**src/issue_cfg.svh**
```systemverilog
`ifndef ISSUE_CFG_SVH
`define ISSUE_CFG_SVH

//////////////////////////////////////////////////
// Issue stage sizing
//////////////////////////////////////////////////

// Queue entries, power of two
`define ISSUE_DEPTH 8

// Data and PC width
`define XLEN 32

// Architectural registers
`define NREG 32

`endif

```
**src/issue_pkg.sv**
```systemverilog
`default_nettype none

`include "issue_cfg.svh"

package issue_pkg;

    localparam int REG_AW = $clog2(`NREG);     // Register address width

    typedef logic [`XLEN-1:0]  xword_t;
    typedef logic [REG_AW-1:0] reg_addr_t;

    //////////////////////////////////////////////////
    // Instruction class
    //////////////////////////////////////////////////

    typedef enum logic [2:0] {
        CLS_ALU = 3'd0,                         // Plain ALU, either lane
        CLS_MUL = 3'd1,                         // Lane b only
        CLS_DIV = 3'd2,                         // Lane b only
        CLS_BR  = 3'd3,                         // Lane b only
        CLS_CSR = 3'd4                          // Lane b only
    } inst_class_t;

    //////////////////////////////////////////////////
    // Decoded instruction
    //////////////////////////////////////////////////

    typedef struct packed {
        xword_t      pc;
        xword_t      pc_pre;                    // Predicted next PC
        inst_class_t cls;
        reg_addr_t   raddr1;
        reg_addr_t   raddr2;
        reg_addr_t   rd;
        logic        rf_we;
        xword_t      imm;
        logic [3:0]  alu_op;
        logic        mem_we;
    } issue_inst_t;

endpackage

`default_nettype wire

```
**src/issue_queue.sv**
```systemverilog
`default_nettype none

`include "issue_cfg.svh"

module issue_queue
    import issue_pkg::*;
(
    input  wire logic        clk,
    input  wire logic        rstn,
    input  wire logic        i_flush,
    input  wire logic        i_stall,
    input  wire logic        i_push_a,
    input  wire logic        i_push_b,
    input  wire issue_inst_t i_inst_a,
    input  wire issue_inst_t i_inst_b,
    output logic             o_full,
    output issue_inst_t      o_inst0,
    output issue_inst_t      o_inst1,
    output logic             o_issue0,
    output logic             o_issue1
);

    localparam int AW = $clog2(`ISSUE_DEPTH);
    localparam int CW = AW + 1;

    issue_inst_t   mem [`ISSUE_DEPTH];
    logic [AW-1:0] rd_ptr;
    logic [AW-1:0] wr_ptr;
    logic [CW-1:0] count;
    logic          valid0;
    logic          valid1;
    logic          raw_hit;
    logic          both_ext;
    logic [1:0]    n_push;
    logic [1:0]    n_pop;

    //////////////////////////////////////////////////
    // Head pair and pair rule
    //////////////////////////////////////////////////

    assign o_inst0 = mem[rd_ptr];
    assign o_inst1 = mem[rd_ptr + AW'(1)];

    assign valid0 = (count != '0);
    assign valid1 = (count > CW'(1));

    // Younger reads what the head writes
    assign raw_hit = o_inst0.rf_we &&
                     ((o_inst1.raddr1 == o_inst0.rd) || (o_inst1.raddr2 == o_inst0.rd));

    // Only one lane takes non-ALU work
    assign both_ext = (o_inst0.cls != CLS_ALU) && (o_inst1.cls != CLS_ALU);

    assign o_issue0 = valid0 && !i_stall && !i_flush;
    assign o_issue1 = o_issue0 && valid1 && !raw_hit && !both_ext;

    assign n_push = {1'b0, i_push_a} + {1'b0, i_push_b};
    assign n_pop  = {1'b0, o_issue0} + {1'b0, o_issue1};

    assign o_full = (count > CW'(`ISSUE_DEPTH - 2));    // Room for a pair

    //////////////////////////////////////////////////
    // Storage and pointers
    //////////////////////////////////////////////////

    always_ff @(posedge clk) begin
        if (i_push_a) begin
            mem[wr_ptr] <= i_inst_a;                    // Older first
            if (i_push_b) begin
                mem[wr_ptr + AW'(1)] <= i_inst_b;
            end
        end else if (i_push_b) begin
            mem[wr_ptr] <= i_inst_b;
        end
    end

    always_ff @(posedge clk) begin
        if (!rstn || i_flush) begin
            rd_ptr <= '0;
            wr_ptr <= '0;
            count  <= '0;                               // Drops same-cycle pushes too
        end else begin
            rd_ptr <= rd_ptr + AW'(n_pop);
            wr_ptr <= wr_ptr + AW'(n_push);
            count  <= count + CW'(n_push) - CW'(n_pop);
        end
    end

    //////////////////////////////////////////////////
    // Checks
    //////////////////////////////////////////////////

    a_push_full: assert property (@(posedge clk) disable iff (!rstn)
        (i_push_a || i_push_b) |-> !o_full)
        else $error("push while queue full");

    // Count never runs past the depth
    a_count_range: assert property (@(posedge clk) disable iff (!rstn)
        count <= CW'(`ISSUE_DEPTH))
        else $error("queue count overflow");

endmodule

`default_nettype wire

```
**config.mk**
```make
export PLATFORM = sky130hd
export DESIGN_NAME = issue_queue
export DESIGN_NICKNAME = d
export VERILOG_FILES = /design/src/issue_pkg.sv /design/src/issue_queue.sv
export VERILOG_INCLUDE_DIRS = /design/src /design/src/src
export SDC_FILE = /design/constraint.sdc
export NUM_CORES = 2
export LEC_CHECK = 0
export BUFFER_PORTS_ARGS = -buffer_cell sky130_fd_sc_hd__buf_2
export CELL_PAD_IN_SITES_DETAIL_PLACEMENT = 0
export CELL_PAD_IN_SITES_GLOBAL_PLACEMENT = 2
export CORE_MARGIN = 2
export CORE_UTILIZATION = 30
export DETAILED_ROUTE_END_ITERATION = 10
export GPL_ROUTABILITY_DRIVEN = 0
export PLACE_DENSITY_LB_ADDON = 0.05
export SLEW_MARGIN = 20
export SYNTH_ARGS = -nofsm -noshare
export SYNTH_HDL_FRONTEND = slang
export SYNTH_SLANG_ARGS = --single-unit
```
**constraint.sdc**
```tcl
create_clock -name clk -period 17.5 [get_ports clk]
set_input_delay 3.5 -clock clk [delete_from_list [all_inputs] [get_ports clk]]
set_output_delay 3.5 -clock clk [all_outputs]
set_load 0.01 [all_outputs]
```
# Yosys cells after proc, flatten, opt, wreduce, memory -nomap -nowiden
# Memory sizes are Yosys's and may differ from the RTL's. A register that Yosys moved wholly into a read port is not among the register bits.
# Index checks and enable logic that the tools add are counted.
[word_totals]
regBits = 10
mem_bits_rw = 960
out_inout_bits = 243
elab_cells = 43
n_memories = 1
[classes]
add_sub_neg = 8
magnitude_cmp = 2
n_eq_ne = 2
muxes = 9
bitwise = 1
reduce_logical = 17
[mem_list]
columns = ["memory", "words", "word_bits", "read_ports", "rd_ports_with_merged_regs", "wr", "line", "source"]
rows = [
  ["mem", 8, 120, 2, 1, 2, "issue_queue.sv:26", "issue_inst_t mem [`ISSUE_DEPTH];"],
]
[ops]
columns = ["operator", "count"]
rows = [
  ["120-bit two-way mux", 1],
  ["5-bit equality test", 2],
  ["1-bit logical AND", 7],
  ["1-bit two-way mux", 7],
  ["3-bit by 1-bit adder with 3-bit output (second input constant)", 2],
  ["3-bit by 2-bit adder with 3-bit output", 2],
  ["3-bit nonzero test", 2],
  ["1-bit zero test", 5],
  ["1-bit by 1-bit adder with 2-bit output", 2],
  ["4-bit by 2-bit adder with 4-bit output", 1],
  ["4-bit by 1-bit > comparator with 1-bit output (second input constant)", 1],
  ["4-bit by 3-bit > comparator with 1-bit output (second input constant)", 1],
  ["4-bit nonzero test", 1],
  ["4-bit by 2-bit subtractor with 4-bit output", 1],
  ["3-bit two-way mux", 1],
  ["1-bit logical OR", 2],
  ["1-bit bitwise OR", 1],
]

# Depth between registers and ports, before layout
# An unclocked memory read counts as a cell.
[logic_depth]
word_depth = 11
mapped_depth = 18

# Worst setup path after synthesis
# No wires, ideal clock.
[synth_path]
path_kind = "input port to flip-flop"
from = "input i_push_a"
to = "memory mem[0][0] (netlist name), enable pin"
setup_time_ps = 774
t_arrival_ps = 12804
path_slack_ps = 3922
cell_stages = 4
path_cell_list = "inv_1 -> ha_1 -> or2_2 -> o31ai_1"
[synth_lines]
columns = ["element", "line", "source"]
rows = [
  ["from (decl)", "issue_queue.sv:12", "input wire logic i_push_a,"],
  ["to (decl)", "issue_queue.sv:26", ""],
]

# Worst setup path after layout
[layout_path]
from = "register rd_ptr[0]"
to = "output o_issue1"
[layout_via]
elab_chain_cells = 8
[layout_lines]
columns = ["element", "line", "source"]
rows = [
  ["from (decl)", "issue_queue.sv:27", "logic [AW-1:0] rd_ptr;"],
  ["from (signal assigned)", "issue_queue.sv:83", "rd_ptr <= rd_ptr + AW'(n_pop);"],
  ["3-bit by 1-bit adder with 3-bit output *", "issue_queue.sv:42", "assign o_inst1 = mem[rd_ptr + AW'(1)];"],
  ["memory read 8 x 120 bit *", "n/a", ""],
  ["5-bit equality test", "issue_queue.sv:49", "((o_inst1.raddr1 == o_inst0.rd) || (o_inst1.raddr2 == o_inst0.rd));"],
  ["1-bit logical OR", "issue_queue.sv:49", ""],
  ["1-bit logical AND", "issue_queue.sv:48", "assign raw_hit = o_inst0.rf_we &&"],
  ["1-bit zero test", "issue_queue.sv:55", "assign o_issue1 = o_issue0 && valid1 && !raw_hit && !both_ext;"],
  ["1-bit logical AND", "issue_queue.sv:55", ""],
  ["1-bit logical AND *", "issue_queue.sv:55", ""],
  ["to (decl)", "issue_queue.sv:20", "output logic o_issue1"],
]
# Every way passes the cells marked *; elsewhere a longest branch is shown, timed or not.

==> impl_metrics.py <==
metrics = {
    "run_status": {
        "status": "finished clean",
    },
    "sta": {
        "timing.final.crit_share": 0.5654,
        "grt_setup_unrepaired": "false",
        "finalMaxSlewViolations": 0,
        "post-route-min-period_ps": 9895,
        "fin_setup_tns_ps": 0,
        "max_freq_mhz": 101.1,
        "finClkSkew_ps": 18.97,
        "finalSetupViolations": 0,
        "relSlewSlack": 0.2297,
        "worst_slew_pin_slew_ps": 1155,
        "hold_violations": 0,
    },
    "yosys": {
        "synth_top_family_by_area": "multiplexers",
        "yosysUniqueCellTypes": 42,
        "yosys_warnings": 0,
        "synth_seq_cells": 970,
        "synth_xor_area_frac": 0.007273,
        "synth_fa_ha_area_frac": 0.004608,
        "synthMuxAreaShare": 0.2672,
        "synthCells": 4401,
        "synth_edf_count": 960,
        "synth_simple_gate_area_share": 0.07004,
        "ys.flop_type": "edfxtp_1",
        "avgSynthCellArea_um2": 12.59,
        "ys_seq_area_frac": 0.5240,
        "syn_area_um2": 55390,
        "async_reset_ff_frac": 0,
        "syn_nets": 4665,
        "synth_compound_area_frac": 0.09096,
    },
    "critical_path": {
        "path_delay_family": "buffers and inverters",
        "startpoint_type": "flop",
        "cp_common_cell": "buf_4",
        "path_cells": "buf_4 -> buf_12 -> buf_4 -> mux4_2 -> mux2_2 -> nor3_1 -> o211ai_1 -> a211oi_1 -> buf_4 -> buf_2",
        "slowest_stage": "dfxtp_4",
        "setup.worst_path.end_class": "output port",
        "required_ps": 14000,
        "cp_max_fo": 123,
        "arrival_ps": 6390,
        "path_buf_inv": 5,
        "path_class": "flop to output port",
        "cpPeakStageDelay_ps": 790,
    },
    "final_layout": {
        "fin_nets": 4881,
        "drive_gt1_frac": 0.3110,
        "fillers": 17910,
        "synthToLayoutAreaGrowth_pct": 15.46,
        "final_common_cell": "nor2_1",
        "layout_common_cells": "nor2_1 (978), a21oi_1 (968), edfxtp_1 (960)",
    },
    "clock_tree": {
        "cts_resized": 0,
        "cts_setup_buffers": 0,
        "cts_buffer_depth": 3,
        "clock_latency_ps": 780,
        "cts_tree": "yes",
        "path_clk_slew_ps": 60,
        "holdBufCountCts": 0,
        "cts_sinks": 970,
        "cts_buffers": 130,
        "root_buffer": "clkbuf_16",
        "htree_levels": 4,
    },
    "grt": {
        "grt_antenna_before_repair": 51,
        "grt_pass1_wl_um": 294300,
        "grt.total_usage": 0.2203,
        "grt_pass1_vias": 38390,
        "overflow": 0,
        "grt_max_degree": 175,
    },
    "floorplanning": {
        "num_io_pins": 489,
        "die_h_um": 433.7,
        "dieArea_um2": 188100,
        "coreArea_um2": 183300,
        "initial_core_util": 0.3022,
        "die_x_um": 433.7,
        "rows": 157,
    },
    "route": {
        "drt_wl_total_um": 208500,
        "wire_per_inst_um": 28.93,
        "vias_per_cell": 5.246,
        "route.detailed.drc": 0,
        "drt_pass1_iterations": 8,
        "ant_nets": 0,
        "drt_iter0_drc": 3045,
        "vias": 37800,
    },
    "power_and_ir_drop": {
        "power_density_nw_per_um2": 97.79,
        "ir_drop_mv": 0.06379,
        "p_leak_nw": 21.20,
        "power_mw": 6.255,
    },
    "hold_path": {
        "min_path_type": "flop to flop",
    },
    "placed_design": {
        "dp_hpwl_um": 117600,
        "io_buffers": 488,
    },
    "job": {
        "max_cap_violations": 0,
    },
}
## logic make-up (layout without fill, tap and decap cells)
logic type	Yosys count	after routing
compound gates	997	997
xor+xnor	46	46
fa+ha+maj	18	18
buf+inv	498	817
flops	970	970
mux	855	855
other cells	0	22
simple gates	1017	1017
## report_power, final
part           internal [mW]  switching [mW]
clock network           1.49            1.08
registers               2.69          0.0440
logic                  0.395           0.559
total                   4.57            1.68
## through the flow
step	utilization	cells	hold slack, ps	setup WS [ps]	instance area (um2)
2_1_floorplan	-	4401	557.0	3922	55390
3_3_place_gp	0.3268	6948	614.7	8425	59900
3_5_place_dp	0.3269	6949	593.8	8355	59920
4_1_cts	0.3487	7184	611.9	7474	63900
5_1_grt	0.3489	7201	675.8	7079	63950
6_report	0.3490	7206	610.1	7605	63960
## sequential cells by signal, summed over array words and instances (netlist names)
| name | cells |
|---|---|
| rd_ptr | 3 |
| count | 4 |
| mem | 960 |
| wr_ptr | 3 |
## layout make-up
class | count | area [um2] | area share
multi-input combinational | 2933 | 24580 | 0.3843
clock buffer | 170 | 3467 | 0.05421
tap | 2464 | 3083 | 0.04820
inverter | 15 | 56.30 | 0.0008803
clock inverter | 65 | 514.2 | 0.008040
sequential | 970 | 29040 | 0.4540
antenna | 22 | 55.05 | 0.0008607
timing repair buffer | 567 | 3164 | 0.04947
## per-layer routing
metal	vias up	global-route usage	part of all wire
li1	17210	-	-
met1	19180	0.2853	0.42
met2	1117	0.3735	0.50
met3	270	0.03578	0.051
met4	26	0.07437	0.027
met5	-	0	0.00077
## synth_stat cells, drive strengths merged, types with 4 or more instances
cell | number | area, um2
xor2 | 24 | 210.2
clkbuf | 325 | 1220
fa | 4 | 80.08
o21ai | 10 | 50.04
mux2i | 142 | 1434
xnor2 | 22 | 192.7
edfxtp | 960 | 28830
and2 | 5 | 31.28
nor3 | 5 | 25.02
o31ai | 4 | 30.03
mux4 | 474 | 10680
nor2 | 978 | 3671
inv | 15 | 56.30
a21oi | 968 | 4845
a31oi | 4 | 25.02
buf | 158 | 713.2
nand2 | 10 | 37.54
dfxtp | 10 | 200.2
mux2 | 239 | 2691
ha | 14 | 175.2
nand3 | 5 | 25.02
nand2b | 8 | 50.05
## worst reg2reg max path, stage by stage (launching register included)
cell      delay (ps)
dfxtp_4          790
buf_4            760
buf_12           690
buf_4            910
mux4_2           590
mux2_2           300
nor3_1           550
o211ai_1         150
a211oi_1         500
buf_4            260
ha_1             250
fa_1             480
inv_1             80
ha_1             220
a21o_1           180
a21oi_1          180
xnor2_1          140
nor2_1            50
## final timing paths
| path | from | end | cells after the start | slack, ps |
|---|---|---|---|---|
| min reg2reg | wr_ptr[2] | wr_ptr[2] | 2 | 610 |
| min | wr_ptr[2] | wr_ptr[2] | 2 | 610 |
| max | rd_ptr[0] | o_issue1 | 10 | 7610 |
| max reg2reg | rd_ptr[0] | count[3] | 17 | 10290 |
No activity file was read; power rests on OpenSTA's default activity.
