[src/issue_cfg.svh]
`ifndef ISSUE_CFG_SVH
`define ISSUE_CFG_SVH

//////////////////////////////////////////////////
// Issue stage sizing
//////////////////////////////////////////////////

// Queue entries, power of two
`define ISSUE_DEPTH 8

// Data and PC width
`define XLEN 32

// Architectural registers
`define NREG 32

`endif

[src/issue_pkg.sv]
`default_nettype none

`include "issue_cfg.svh"

package issue_pkg;

    localparam int REG_AW = $clog2(`NREG);     // Register address width

    typedef logic [`XLEN-1:0]  xword_t;
    typedef logic [REG_AW-1:0] reg_addr_t;

    //////////////////////////////////////////////////
    // Instruction class
    //////////////////////////////////////////////////

    typedef enum logic [2:0] {
        CLS_ALU = 3'd0,                         // Plain ALU, either lane
        CLS_MUL = 3'd1,                         // Lane b only
        CLS_DIV = 3'd2,                         // Lane b only
        CLS_BR  = 3'd3,                         // Lane b only
        CLS_CSR = 3'd4                          // Lane b only
    } inst_class_t;

    //////////////////////////////////////////////////
    // Decoded instruction
    //////////////////////////////////////////////////

    typedef struct packed {
        xword_t      pc;
        xword_t      pc_pre;                    // Predicted next PC
        inst_class_t cls;
        reg_addr_t   raddr1;
        reg_addr_t   raddr2;
        reg_addr_t   rd;
        logic        rf_we;
        xword_t      imm;
        logic [3:0]  alu_op;
        logic        mem_we;
    } issue_inst_t;

endpackage

`default_nettype wire

[src/issue_exe.sv]
`default_nettype none

module issue_exe
    import issue_pkg::*;
(
    input  wire logic        clk,
    input  wire logic        rstn,
    input  wire logic        i_flush,
    input  wire logic        i_stall,
    input  wire issue_inst_t i_inst0,
    input  wire issue_inst_t i_inst1,
    input  wire logic        i_issue0,
    input  wire logic        i_issue1,
    input  wire xword_t      i_rdata0,
    input  wire xword_t      i_rdata1,
    input  wire xword_t      i_rdata2,
    input  wire xword_t      i_rdata3,
    output logic             o_ex_a_valid,
    output logic             o_ex_b_valid,
    output xword_t           o_pc_a,
    output xword_t           o_pc_b,
    output xword_t           o_src1_a,
    output xword_t           o_src1_b,
    output xword_t           o_src2_a,
    output xword_t           o_src2_b,
    output xword_t           o_imm_a,
    output xword_t           o_imm_b,
    output logic [3:0]       o_alu_op_a,
    output logic [3:0]       o_alu_op_b,
    output reg_addr_t        o_rd_a,
    output reg_addr_t        o_rd_b,
    output logic             o_rf_we_a,
    output logic             o_rf_we_b,
    output logic             o_mem_we_a,
    output logic             o_mem_we_b,
    output logic             o_br_pd_a,
    output logic             o_br_pd_b,
    output logic             o_mul_en,
    output logic             o_div_en
);

    logic        swap;
    issue_inst_t lane_a_inst;
    issue_inst_t lane_b_inst;
    logic        lane_a_vld;
    logic        lane_b_vld;
    xword_t      lane_a_src1;
    xword_t      lane_a_src2;
    xword_t      lane_b_src1;
    xword_t      lane_b_src2;
    logic        lane_a_pd;
    logic        lane_b_pd;
    inst_class_t cls_a_q;

    //////////////////////////////////////////////////
    // Lane steering
    //////////////////////////////////////////////////

    assign swap = (i_inst0.cls != CLS_ALU);     // Older goes to lane b

    always_comb begin
        if (swap) begin
            lane_a_inst = i_inst1;
            lane_a_vld  = i_issue1;
            lane_a_src1 = i_rdata2;
            lane_a_src2 = i_rdata3;
            lane_b_inst = i_inst0;
            lane_b_vld  = i_issue0;
            lane_b_src1 = i_rdata0;
            lane_b_src2 = i_rdata1;
        end else begin
            lane_a_inst = i_inst0;
            lane_a_vld  = i_issue0;
            lane_a_src1 = i_rdata0;
            lane_a_src2 = i_rdata1;
            lane_b_inst = i_inst1;
            lane_b_vld  = i_issue1;
            lane_b_src1 = i_rdata2;
            lane_b_src2 = i_rdata3;
        end
    end

    //////////////////////////////////////////////////

    // Predicted taken when next PC is not sequential
    assign lane_a_pd = (lane_a_inst.pc_pre != lane_a_inst.pc + xword_t'(4));
    assign lane_b_pd = (lane_b_inst.pc_pre != lane_b_inst.pc + xword_t'(4));

    always_ff @(posedge clk) begin
        if (!rstn || i_flush) begin
            o_ex_a_valid <= 1'b0;
            o_ex_b_valid <= 1'b0;
            o_rf_we_a    <= 1'b0;
            o_rf_we_b    <= 1'b0;
            o_mem_we_a   <= 1'b0;
            o_mem_we_b   <= 1'b0;
            o_br_pd_a    <= 1'b0;
            o_br_pd_b    <= 1'b0;
            o_mul_en     <= 1'b0;
            o_div_en     <= 1'b0;
        end else if (!i_stall) begin
            o_ex_a_valid <= lane_a_vld;
            o_ex_b_valid <= lane_b_vld;
            o_rf_we_a    <= lane_a_vld && lane_a_inst.rf_we;
            o_rf_we_b    <= lane_b_vld && lane_b_inst.rf_we;
            o_mem_we_a   <= lane_a_vld && lane_a_inst.mem_we;
            o_mem_we_b   <= lane_b_vld && lane_b_inst.mem_we;
            o_br_pd_a    <= lane_a_vld && lane_a_pd;
            o_br_pd_b    <= lane_b_vld && lane_b_pd;
            o_mul_en     <= lane_b_vld && (lane_b_inst.cls == CLS_MUL);
            o_div_en     <= lane_b_vld && (lane_b_inst.cls == CLS_DIV);
        end
    end

    always_ff @(posedge clk) begin
        if (!i_stall) begin
            o_pc_a     <= lane_a_inst.pc;
            o_pc_b     <= lane_b_inst.pc;
            o_src1_a   <= lane_a_src1;
            o_src2_a   <= lane_a_src2;
            o_src1_b   <= lane_b_src1;
            o_src2_b   <= lane_b_src2;
            o_imm_a    <= lane_a_inst.imm;
            o_imm_b    <= lane_b_inst.imm;
            o_alu_op_a <= lane_a_inst.alu_op;
            o_alu_op_b <= lane_b_inst.alu_op;
            o_rd_a     <= lane_a_inst.rd;
            o_rd_b     <= lane_b_inst.rd;
            cls_a_q    <= lane_a_inst.cls;
        end
    end

    // Relies on the queue never pairing two non-ALU instructions
    a_lane_a_alu: assert property (@(posedge clk) disable iff (!rstn)
        o_ex_a_valid |-> (cls_a_q == CLS_ALU))
        else $error("non-ALU instruction on lane a");

endmodule

`default_nettype wire

[config.mk]
export PLATFORM = sky130hd
export DESIGN_NAME = issue_exe
export DESIGN_NICKNAME = d
export VERILOG_FILES = /design/src/issue_pkg.sv /design/src/issue_exe.sv
export VERILOG_INCLUDE_DIRS = /design/src /design/src/src
export SDC_FILE = /design/constraint.sdc
export NUM_CORES = 1
export LEC_CHECK = 0
export CAP_MARGIN = 20
export CORE_AREA = 2 2 259 261
export DETAILED_ROUTE_END_ITERATION = 10
export DIE_AREA = 0 0 261 263
export DONT_BUFFER_PORTS = 1
export SYNTH_ARGS = -nofsm -noshare
export SYNTH_HDL_FRONTEND = slang
export SYNTH_SLANG_ARGS = --single-unit
[constraint.sdc]
create_clock -name clk -period 20.8 [get_ports clk]
set_input_delay 5.2 -clock clk [delete_from_list [all_inputs] [get_ports clk]]
set_output_delay 5.2 -clock clk [all_outputs]
set_load 0.02 [all_outputs]
Word-level counts from Yosys, hierarchy flattened. Index checks and enable logic that the tools add are counted.

ROM bits: 0. Input port bits: 374. Bits in latches: 0. Flip-flop bits (word level): 284. Bits in writable memories: 0. Memories: 0. Word-level logic and storage cells: 47. Output and inout port bits: 284.

Bitwise logic cells: 0. Equality and inequality tests: 4. Order comparisons: 0. Divide/modulo/power cells: 0. Multipliers: 0. $add $sub $neg: 2. Shifts and indexed selects: 0. Multiplexer cells: 8. Reduce and logical (&&, ||, !) cells: 11.

Operators by type and width (number): two-way mux 120 bit (2); two-way mux 32 bit (4); adder 32 x 3 -> 32 bit, second input constant (2); inequality test 32 bit (2); logical AND 1 bit (8); == test 3 x 1 -> 1 bit, second input constant (1); == test 3 x 2 -> 1 bit, second input constant (1); nonzero test 3 bit (1); two-way mux 1 bit (2); logical NOT 1 bit (1); logical OR 1 bit (1).

Logic depth before layout (Yosys ltp). Gate-level depths: netlist (run 1).

Depth after elaboration: 5. Gate-level depth with buffers: 18. Depth with buffers taken out: 11.

Least setup slack after synthesis (run 1). OpenSTA, ideal clock, no wires.

Path kind: input -> register. Start: input i_stall. End: register o_br_pd_b. Cell stages on the path: 3. Data arrival time: 11.437 ns. Setup slack: 9.267 ns. Buffers on the path: 0. Library setup time: 0.096 ns. Data required time: 20.704 ns. Cell sequence: inv_1 o21ai_0 a31oi_1.

RTL lines: from (decl) (RTL line issue_exe.sv:9) `input wire logic i_stall,`; to (signal assigned) (RTL line issue_exe.sv:109) `o_br_pd_b <= lane_b_vld && lane_b_pd;`; to (decl) (RTL line issue_exe.sv:37) `output logic o_br_pd_b,`.

Worst setup path after layout (run 1).
Start: input i_inst0[53] (netlist name). End: register o_br_pd_a.

Longest elaborated chain between the ends: 5. Elaborated cells between the ends (all ways): 6. Classes of those cells: 1 x add/sub; 1 x eq/ne; 2 x mux; 2 x reduce/logical.

RTL lines: from (decl) (RTL line issue_exe.sv:10) `input wire issue_inst_t i_inst0,`; nonzero test 3 bit (*) (RTL line issue_exe.sv:59) `assign swap = (i_inst0.cls != CLS_ALU);`; two-way mux 120 bit (RTL line issue_exe.sv:62) `if (swap) begin`; adder 32 x 3 -> 32 bit (RTL line issue_exe.sv:86) `assign lane_a_pd = (lane_a_inst.pc_pre != lane_a_inst.pc + xword_t'(4));`; inequality test 32 bit (RTL line issue_exe.sv:86); logical AND 1 bit (*) (RTL line issue_exe.sv:108) `o_br_pd_a <= lane_a_vld && lane_a_pd;`; to (signal assigned) (RTL line issue_exe.sv:108); to (decl) (RTL line issue_exe.sv:36) `output logic o_br_pd_a,`.

Every way passes the cells marked *; elsewhere a longest branch is shown, timed or not. A chain may end at the register's enable or synchronous reset.

==> results of run 1 <==
## sequential cells by signal, indices dropped and copies added, names as in the netlist, 4 cells and up
name and flops:
o_src2_b 32, o_src2_a 32, o_rd_b 5, o_imm_a 32, o_pc_b 32, o_rd_a 5, o_imm_b 32, o_pc_a 32
o_alu_op_a 4, o_src1_b 32, o_src1_a 32, o_alu_op_b 4
## cell usage after synthesis, types with 3 or more instances
master | instances | area share (%)
dfxtp_1 | 10 | 1.3
xnor2_1 | 70 | 4.0
nand4_1 | 26 | 1.1
buf_4 | 7 | 0.34
and4_1 | 5 | 0.28
nor4_1 | 7 | 0.28
o22ai_1 | 6 | 0.24
a311oi_1 | 3 | 0.17
nor2_1 | 37 | 0.90
a21oi_1 | 35 | 1.1
xor2_1 | 37 | 2.1
o21ai_0 | 27 | 0.88
nor2b_1 | 4 | 0.16
inv_1 | 17 | 0.42
clkbuf_1 | 78 | 1.9
mux2i_1 | 54 | 3.5
nor3_1 | 27 | 0.88
edfxtp_1 | 274 | 54
mux2_2 | 12 | 0.88
nor4b_1 | 3 | 0.17
o21a_1 | 3 | 0.15
buf_2 | 13 | 0.42
and2_1 | 7 | 0.28
and3_1 | 7 | 0.28
a211o_1 | 3 | 0.17
or3_1 | 6 | 0.24
a31oi_1 | 11 | 0.45
a211oi_1 | 3 | 0.15
nand2_1 | 805 | 20
o2111ai_1 | 4 | 0.23
nand3_1 | 47 | 1.5
o311ai_0 | 3 | 0.17
## cell usage in the layout, fill, tap and decap left out, drive strengths merged, types with 3 or more instances in the layout
master / netlist / layout
nand2: 805 / 805
edfxtp: 274 / 274
xnor2: 70 / 70
mux2i: 54 / 54
nand3: 47 / 47
clkbuf: 78 / 43
nor2: 38 / 38
xor2: 37 / 37
a21oi: 35 / 35
nor3: 28 / 28
o21ai: 28 / 28
nand4: 26 / 26
inv: 17 / 18
mux2: 13 / 13
buf: 23 / 12
a31oi: 11 / 11
dfxtp: 10 / 10
clkinv: 0 / 10
nor4: 7 / 7
and2: 7 / 7
and3: 7 / 7
or3: 7 / 7
o22ai: 6 / 6
and4: 5 / 5
nor2b: 4 / 4
o2111ai: 4 / 4
o21a: 3 / 3
nor4b: 3 / 3
o311ai: 3 / 3
a311oi: 3 / 3
a211oi: 3 / 3
a211o: 3 / 3
bufinv: 0 / 3
## path summary, 6_finish.rpt
check | from | endpoint | slack [ns] | cells after the start
max reg2reg | o_br_pd_b | o_br_pd_b | 18.84 | 6
max | i_inst0[53] | o_br_pd_a | 11.79 | 11
min | o_ex_b_valid | o_ex_b_valid | 0.62 | 1
min reg2reg | o_ex_b_valid | o_ex_b_valid | 0.62 | 1
## power breakdown
| part | switching (mW) | internal (mW) | total, mW |
|---|---|---|---|
| Combinational | 0.0915 | 0.0505 | 0.142 |
| Clock | 0.249 | 0.358 | 0.606 |
| Sequential | 0.0935 | 0.692 | 0.785 |
| Total | 0.434 | 1.10 | 1.53 |
## routing by layer
| layer | GRT usage (%) | part of all wire, % | vias up |
|---|---|---|---|
| li1 | - | - | 5615 |
| met2 | 27.4 | 49 | 732 |
| met1 | 16.6 | 35 | 5826 |
| met5 | 0 | 0 | - |
| met4 | 6.19 | 3.7 | 0 |
| met3 | 6.12 | 12 | 122 |
## kinds of logic (layout without fill, tap and decap cells)
kind of cell	count (synthesis)	count (layout)	share of synthesized area, %
simple gates	996	996	26.6
flops	284	284	54.8
buf+inv	118	88	3.21
compound gates	114	114	4.63
xor+xnor	107	107	6.10
mux	67	67	4.49
fa+ha+maj	2	2	0.163
other cells	0	2	0
## metrics by stage
stage / worst slack (ns) / hold WS [ns] / utilization [%] / cells / cell area [µm²]
detailed placement: 11.28 / 0.610 / 24.6 / 2463 / 16100
finish: 11.79 / 0.624 / 26.3 / 2524 / 17200
CTS: 11.85 / 0.623 / 26.3 / 2522 / 17200
floorplan: 9.27 / 0.576 / - / 1688 / 15400
global placement: 11.39 / 0.614 / 24.6 / 2463 / 16100
global route: 11.57 / 0.636 / 26.3 / 2524 / 17200
## area by class of cell
cell class,instances,area (µm²)
inverter,17,71.3
antenna,2,5.00
multi-input combinational,1286,6460
fill,6915,48400
tap,864,1080
clock buffer,43,937
clock inverter,16,174
timing repair buffer,12,90.1
sequential,284,8430
## worst max-delay path, stage by stage
cell and delay [ns]:
nor3_4 0.17, buf_4 0.34, buf_4 0.73, buf_4 0.92, mux2i_1 0.43, nand4b_1 0.24, nor3_1 0.61, and4b_1 0.28
a311oi_1 0.05, a211oi_1 0.30, a21oi_1 0.10
==> summary.md, run 1 <==
| Metric | Value |
|---|---|
| Syn Nets | 2064 |
| Worst vdd ir | 0.0000429 V |
| Die width | 261 µm |
| # DRC | 0 |
| Die area | 68600 µm² |
| PortBufs | 0 |
| Clock Latency Late Sink | 0.52 ns |
| Largest net degree at the start of global routing | 107 |
| Worst-path clk slew | 0.06 ns |
| First-pass GRT wire length | 79.9 mm |
| Fin crit period | 9.01 ns |
| Relative slew slack | 25.2% |
| Max-slew violation total from the final report | 0 |
| Clock skew | 0 ns |
| DR pass1 iterations | 7 |
| Final setup violating endpoints | 0 |
| Total number of vias | 12300 |
| Startpoint types | input port |
| Clk root buf | clkbuf_16 |
| Worst-Margin Slew | 1.12 ns |
| Synth Warn # | 0 |
| CTS Buffer Depth | 3 |
| DR iter-0 viols | 1313 |
| Final hold violations | 0 |
| Lkg Pwr | 6.80 nW |
| Post-synth cell types | 60 |
| Half-perimeter wire length after placement | 43.9 mm |
| CP Capture Type | flop |
| RSZ-0062 raised after global routing | no |
| Main synth FF type | edfxtp_1 |
| CORE AREA | 65600 µm² |
| Synth-to-Final Area Change | 12.2% |
| CTS Buf Count | 35 |
| Starting Density | 23.4% |
| Class of the worst hold path | flop to flop |
| Initial antenna violation count | 1 |
| Critical Path AT | 9.43 ns |
| Final worst path period share | 43.3% |
| PwrDens | 88.9 nW/µm² |
| Post-CTS setup buffer count | 0 |
| Io pins | 658 |
| CTS-repair resized insts | 0 |
| Maximum achievable frequency | 111 MHz |
| Tot Pwr | 1.53 mW |
| Remaining global-route overflow | 0 |
| Placer Congestion | 0.908 |
| Mapped Cells | 1688 |
| Total Routing Usage GR | 15.6% |
| Synth Register Bits | 284 |
| CP required | 21.21 ns |
| Mean area per synthesized cell | 9.11 µm² |
| Setup CP Type | input port to flop |
| Site Rows | 94 |
| Via density | 4.87 |
| Share of layout cells above drive strength 1 | 4.83% |
| Seq/Total Area, Yosys | 54.8% |
| Post-synthesis instance area | 15400 µm² |
| Setup tns final | 0 ns |
| Max cap viols | 0 |
| Post-synth ARST share | 0% |
| Vias in the first global route | 11800 |
| Post-CTS Hold Buffers | 0 |
| Clock sink total | 284 |
| Outcome | finished, final reports clean |
| H-tree depth | 2 |
| Routed WL per cell | 22.6 µm |
| Layout Nets | 2012 |
| Die Span Y | 263 µm |
| TritonCTS clock tree | done |
| Post-DRT Antenna Nets | 0 |
| Detailed Route WL | 57.1 mm |
| EDFF count, synth | 274 |
| Crit path max fanout | 106 |
Note: power is estimated with default switching activity, not from simulation.
==> inputs of run 2 (changes only) <==
==> constraint.sdc (replaced) <==
create_clock -name clk -period 8.2 [get_ports clk]
set_input_delay 2.05 -clock clk [delete_from_list [all_inputs] [get_ports clk]]
set_output_delay 2.05 -clock clk [all_outputs]
set_load 0.02 [all_outputs]
==> run 2 against run 1 <==
Net effect: first-iteration DRC count increased by 19%; final cell count decreased by 0.12%; worst setup slack got worse by 8.6 ns; power increased to 2.6 times the previous value; global-route usage increased by 0.81 points; sequential power increased to 2.5 times the previous value.
==> summary.md, run 2 (synthesized netlist as in run 1, its figures left out) <==
| Metric | Value |
|---|---|
| Clk root buf | clkbuf_16 |
| Fin crit period | 5.03 ns |
| # DRC | 0 |
| Placer Congestion | 0.935 |
| Setup tns final | 0 ns |
| Worst vdd ir | 0.000101 V |
| Share of layout cells above drive strength 1 | 4.53% |
| Pre-CTS setup slack | 2.60 ns |
| CP peak stage delay | 0.83 ns |
| P_sw | 1.12 mW |
| Initial antenna violation count | 2 |
| Clock network power share | 39.5% |
| Total Routing Usage GR | 16.4% |
| RSZ-0062 raised after global routing | no |
| Max-slew violation total from the final report | 0 |
| Synth-to-Final Area Change | 12.2% |
| CTS Buf Count | 34 |
| Half-perimeter wire length after placement | 45.8 mm |
| Max cap viols | 0 |
| Crit-path cells | or3_4 > buf_4 > buf_4 > mux2i_1 > xor2_1 > nand2_1 > o22a_1 > nor4_1 > a31oi_1 |
| Final setup violating endpoints | 0 |
| First-pass GRT wire length | 82.6 mm |
| Routed WL per cell | 23.6 µm |
| Lkg Pwr | 6.78 nW |
| Die Span Y | 263 µm |
| Die area | 68600 µm² |
| Hold Crit Depth | 1 |
| Tot Pwr | 3.91 mW |
| Most used cell, CP | buf_4 |
| DR iter-0 viols | 1556 |
| Total number of vias | 12200 |
| Relative slew slack | 22.9% |
| Clock Latency Late Sink | 0.55 ns |
| Post-CTS Hold Buffers | 0 |
| H-tree depth | 2 |
| CTS Buffer Depth | 3 |
| Crit path max fanout | 99 |
| CP Capture Type | flop |
| PwrDens | 227 nW/µm² |
| Worst r2r dst | o_br_pd_b |
| Worst-path clk slew | 0.06 ns |
| Worst reg2reg startpoint | o_br_pd_b |
| Most frequent cells in the layout | 805 x nand2_1, 274 x edfxtp_1, 70 x xnor2_1 |
| R2R Setup Slk | 6.30 ns |
| R2r worst-path depth | 6 |
| Most common cell after layout, fill and taps aside | nand2_1 |
| Setup CP Type | input port to flop |
| Comb pwr share | 9.4% |
| Post-CTS setup buffer count | 0 |
| Hold wc startpoint | o_ex_b_valid |
| Final worst path period share | 61.4% |
| Site Rows | 94 |
| Vias in the first global route | 11600 |
| Post-DRT Antenna Nets | 0 |
| Startpoint types | input port |
| Io pins | 658 |
| CP max stage cell | buf_4 |
| Sw Share | 28.7% |
| Class of the worst hold path | flop to flop |
| Detailed Route WL | 59.6 mm |
| Worst-Margin Slew | 1.16 ns |
| Outcome | finished, final reports clean |
| Largest net degree at the start of global routing | 178 |
| CTS-repair resized insts | 0 |
| Fill count | 6875 |
| Diodes inserted | 0 |
| Placed Area | 16100 µm² |
| CORE AREA | 65600 µm² |
| Core Util, Final | 26.3% |
| Internal Pwr Total | 2.79 mW |
| Setup slack after layout | 3.17 ns |
| Multi-input gate area | 6460 µm² |
| Layout Nets | 2008 |
| Clock skew | 0 ns |
| TritonCTS clock tree | done |
| DR pass1 iterations | 6 |
| Die width | 261 µm |
| CP required | 8.61 ns |
| Starting Density | 23.4% |
| Final cell area excluding filler cells | 17200 µm² |
| End of the worst hold path | o_ex_b_valid |
| Maximum achievable frequency | 199 MHz |
| Seq pwr share | 51.1% |
| Remaining global-route overflow | 0 |
| Via density | 4.85 |
| Storage cell area | 8430 µm² |
| Clock sink total | 284 |
| Critical Path AT | 5.45 ns |
| Final hold violations | 0 |
| PortBufs | 0 |
-- run 2: layout make-up --
type / count / area share (%)
inverters: 17 / 0.392
repair buffers: 9 / 0.609
flip-flops and latches: 284 / 48.9
multi-input cells: 1286 / 37.4
well taps: 864 / 6.27
clock buffers: 44 / 5.21
clock inverters: 17 / 1.20
-- run 2: metrics by stage --
stage | std cells | hold slack (ns)
final | 2521 | 0.618
after global routing | 2521 | 0.623
after CTS | 2521 | 0.613
after detailed placement | 2460 | 0.598
after global placement | 2460 | 0.600
after floorplan | 1688 | 0.576
-- run 2: worst max-delay path, delay by kind of cell --
kind | cells | cell delay (ns)
compound gates | 2 | 0.38
xor+xnor | 1 | 0.29
buf+inv | 2 | 1.50
mux | 1 | 0.30
simple gates | 3 | 0.86
-- run 2: power by group through the flow --
stage | Sequential, mW | Combinational (mW) | Clock [mW]
after global placement | 2.03 | 0.357 | 0
after floorplan | 1.98 | 0.282 | 0
after global routing | 2.01 | 0.410 | 1.65
after CTS | 2.01 | 0.369 | 1.60
after detailed placement | 2.03 | 0.367 | 0
final | 2.00 | 0.367 | 1.55
-- run 2: worst max path at each step --
stage	depth (start not counted)	slack [ns]	endpoint	from
after floorplan	4	1.60	o_br_pd_b	i_stall
after global placement	9	2.63	o_br_pd_b	i_inst0[54]
after detailed placement	9	2.60	o_br_pd_b	i_inst0[54]
after CTS	9	3.19	o_br_pd_b	i_inst0[54]
after global routing	9	2.88	o_br_pd_b	i_inst0[54]
final	9	3.17	o_br_pd_b	i_inst0[54]
-- run 2: layer usage --
layer	global-route usage, %	routed length, µm
met1	18.3	21500
met2	28.4	29100
met3	5.73	6530
met4	6.37	2360
met5	0	12
==> inputs of run 3 (changes only) <==
==> constraint.sdc (replaced) <==
create_clock -name clk -period 4.38 [get_ports clk]
set_input_delay 1.095 -clock clk [delete_from_list [all_inputs] [get_ports clk]]
set_output_delay 1.095 -clock clk [all_outputs]
set_load 0.02 [all_outputs]
==> run 3 against run 2 <==
Net effect: worst setup slack got worse by 2.2 ns; routed wire length down 1.5%; combinational power is 89% higher; largest power group unchanged; sequential power is 87% higher; non-clock buffer count grew 13; final area rose by 0.40%.
==> summary.md, run 3 (synthesized netlist as in run 1, its figures left out) <==
| Metric | Value |
|---|---|
| Outcome | finished, final reports clean |
| Worst-Margin Slew | 1.08 ns |
| Clock sink total | 284 |
| Final hold slack | 0.623 ns |
| CTS-repair resized insts | 0 |
| Die Span Y | 263 µm |
| Crit path max fanout | 85 |
| Placed Area | 16200 µm² |
| Post-CTS setup buffer count | 0 |
| Io pins | 658 |
| Share of layout cells above drive strength 1 | 5.33% |
| Most frequent cells in the layout | 805 x nand2_1, 274 x edfxtp_1, 70 x xnor2_1 |
| Pre-CTS setup slack | 0.433 ns |
| Half-perimeter wire length after placement | 45.8 mm |
| Die area | 68600 µm² |
| Starting Density | 23.4% |
| Lkg Pwr | 6.83 nW |
| Site Rows | 94 |
| Setup CP Type | input port to flop |
| Synth-to-Final Area Change | 12.6% |
| PortBufs | 0 |
| Final worst path period share | 77.3% |
| CTS Buf Count | 34 |
| Via density | 4.82 |
| Relative slew slack | 28.0% |
| CP required | 4.78 ns |
| Critical Path AT | 3.78 ns |
| DR pass1 iterations | 6 |
| CTS Buffer Depth | 3 |
| H-tree depth | 2 |
| Diodes inserted | 0 |
| Fin crit period | 3.38 ns |
| Initial antenna violation count | 1 |
| # DRC | 0 |
| Final hold violations | 0 |
| CORE AREA | 65600 µm² |
| Core Util, Final | 26.4% |
| Routed WL per cell | 23.2 µm |
| DR iter-0 viols | 1437 |
| CP Capture Type | flop |
| TritonCTS clock tree | done |
| Post-CTS Hold Buffers | 0 |
| First-pass GRT wire length | 82.1 mm |
| Total number of vias | 12200 |
| Maximum achievable frequency | 295 MHz |
| Layout Nets | 2021 |
| Placer Congestion | 0.921 |
| Clock skew | 0 ns |
| Class of the worst hold path | flop to flop |
| Clk root buf | clkbuf_16 |
| RSZ-0062 raised after global routing | no |
| Post-DRT Antenna Nets | 0 |
| Fill count | 6870 |
| Most common cell after layout, fill and taps aside | nand2_1 |
| Largest net degree at the start of global routing | 155 |
| Detailed Route WL | 58.7 mm |
| Setup slack after layout | 0.996 ns |
| Worst-path clk slew | 0.06 ns |
| Max cap viols | 0 |
| Final setup violating endpoints | 0 |
| Final cell area excluding filler cells | 17300 µm² |
| PwrDens | 418 nW/µm² |
| Remaining global-route overflow | 0 |
| Startpoint types | input port |
| Vias in the first global route | 11700 |
| Worst vdd ir | 0.000192 V |
| Max-slew violation total from the final report | 0 |
| Tot Pwr | 7.24 mW |
| Clock Latency Late Sink | 0.53 ns |
| Die width | 261 µm |
| Total Routing Usage GR | 16.2% |
-- run 3: cell count changes in the layout (fill, tap and decap cells not counted), sizes merged --
cell,before,now
buf,9,22
bufinv,4,3
clkbuf,44,43
clkinv,10,9
clkinvlp,2,3
inv,18,19
-- run 3: worst paths after layout --
kind                  endpoint         start  cells past startpoint  slack (ns)
setup reg to reg     o_br_pd_b     o_br_pd_b                      7        2.44
hold / removal    o_ex_b_valid  o_ex_b_valid                      1        0.62
hold reg to reg   o_ex_b_valid  o_ex_b_valid                      1        0.62
setup / recovery     o_br_pd_b   i_inst0[53]                      8         1.0
-- run 3: report_power, final --
group | total [mW] | internal [mW] | switching [mW]
clock | 2.80 | 1.63 | 1.17
sequential | 3.74 | 3.29 | 0.455
combinational | 0.694 | 0.250 | 0.445
-- run 3: layer usage --
metal,vias to the layer above,wire length (µm),GRT usage [%]
met1,5746,20600,17.4
met3,93,6820,6.10
li1,5630,-,-
met4,0,1920,5.25
met5,-,0,0
met2,744,29400,28.9
-- run 3: metrics by stage --
stage / TNS, ns / std cells
2_1_floorplan: -330.03 / 1688
3_5_place_dp: 0 / 2473
5_1_grt: 0 / 2533
3_3_place_gp: 0 / 2473
4_1_cts: 0 / 2533
6_report: 0 / 2533
-- run 3: cell type report --
type / instances / area [µm²] / share of cell area [%]
flip-flops and latches: 284 / 8430 / 48.7
multi-input cells: 1286 / 6460 / 37.3
well taps: 864 / 1080 / 6.24
clock buffers: 43 / 895 / 5.17
repair buffers: 22 / 203 / 1.17
clock inverters: 17 / 183 / 1.06
inverters: 17 / 67.6 / 0.390
-- run 3: worst max-delay path: stages --
cell and delay (ns):
nor3_4 0.32, buf_12 0.37, a41oi_1 0.37, or2_1 0.31, o41a_1 0.45, or3_1 0.38
nor4_1 0.28, a31oi_1 0.11
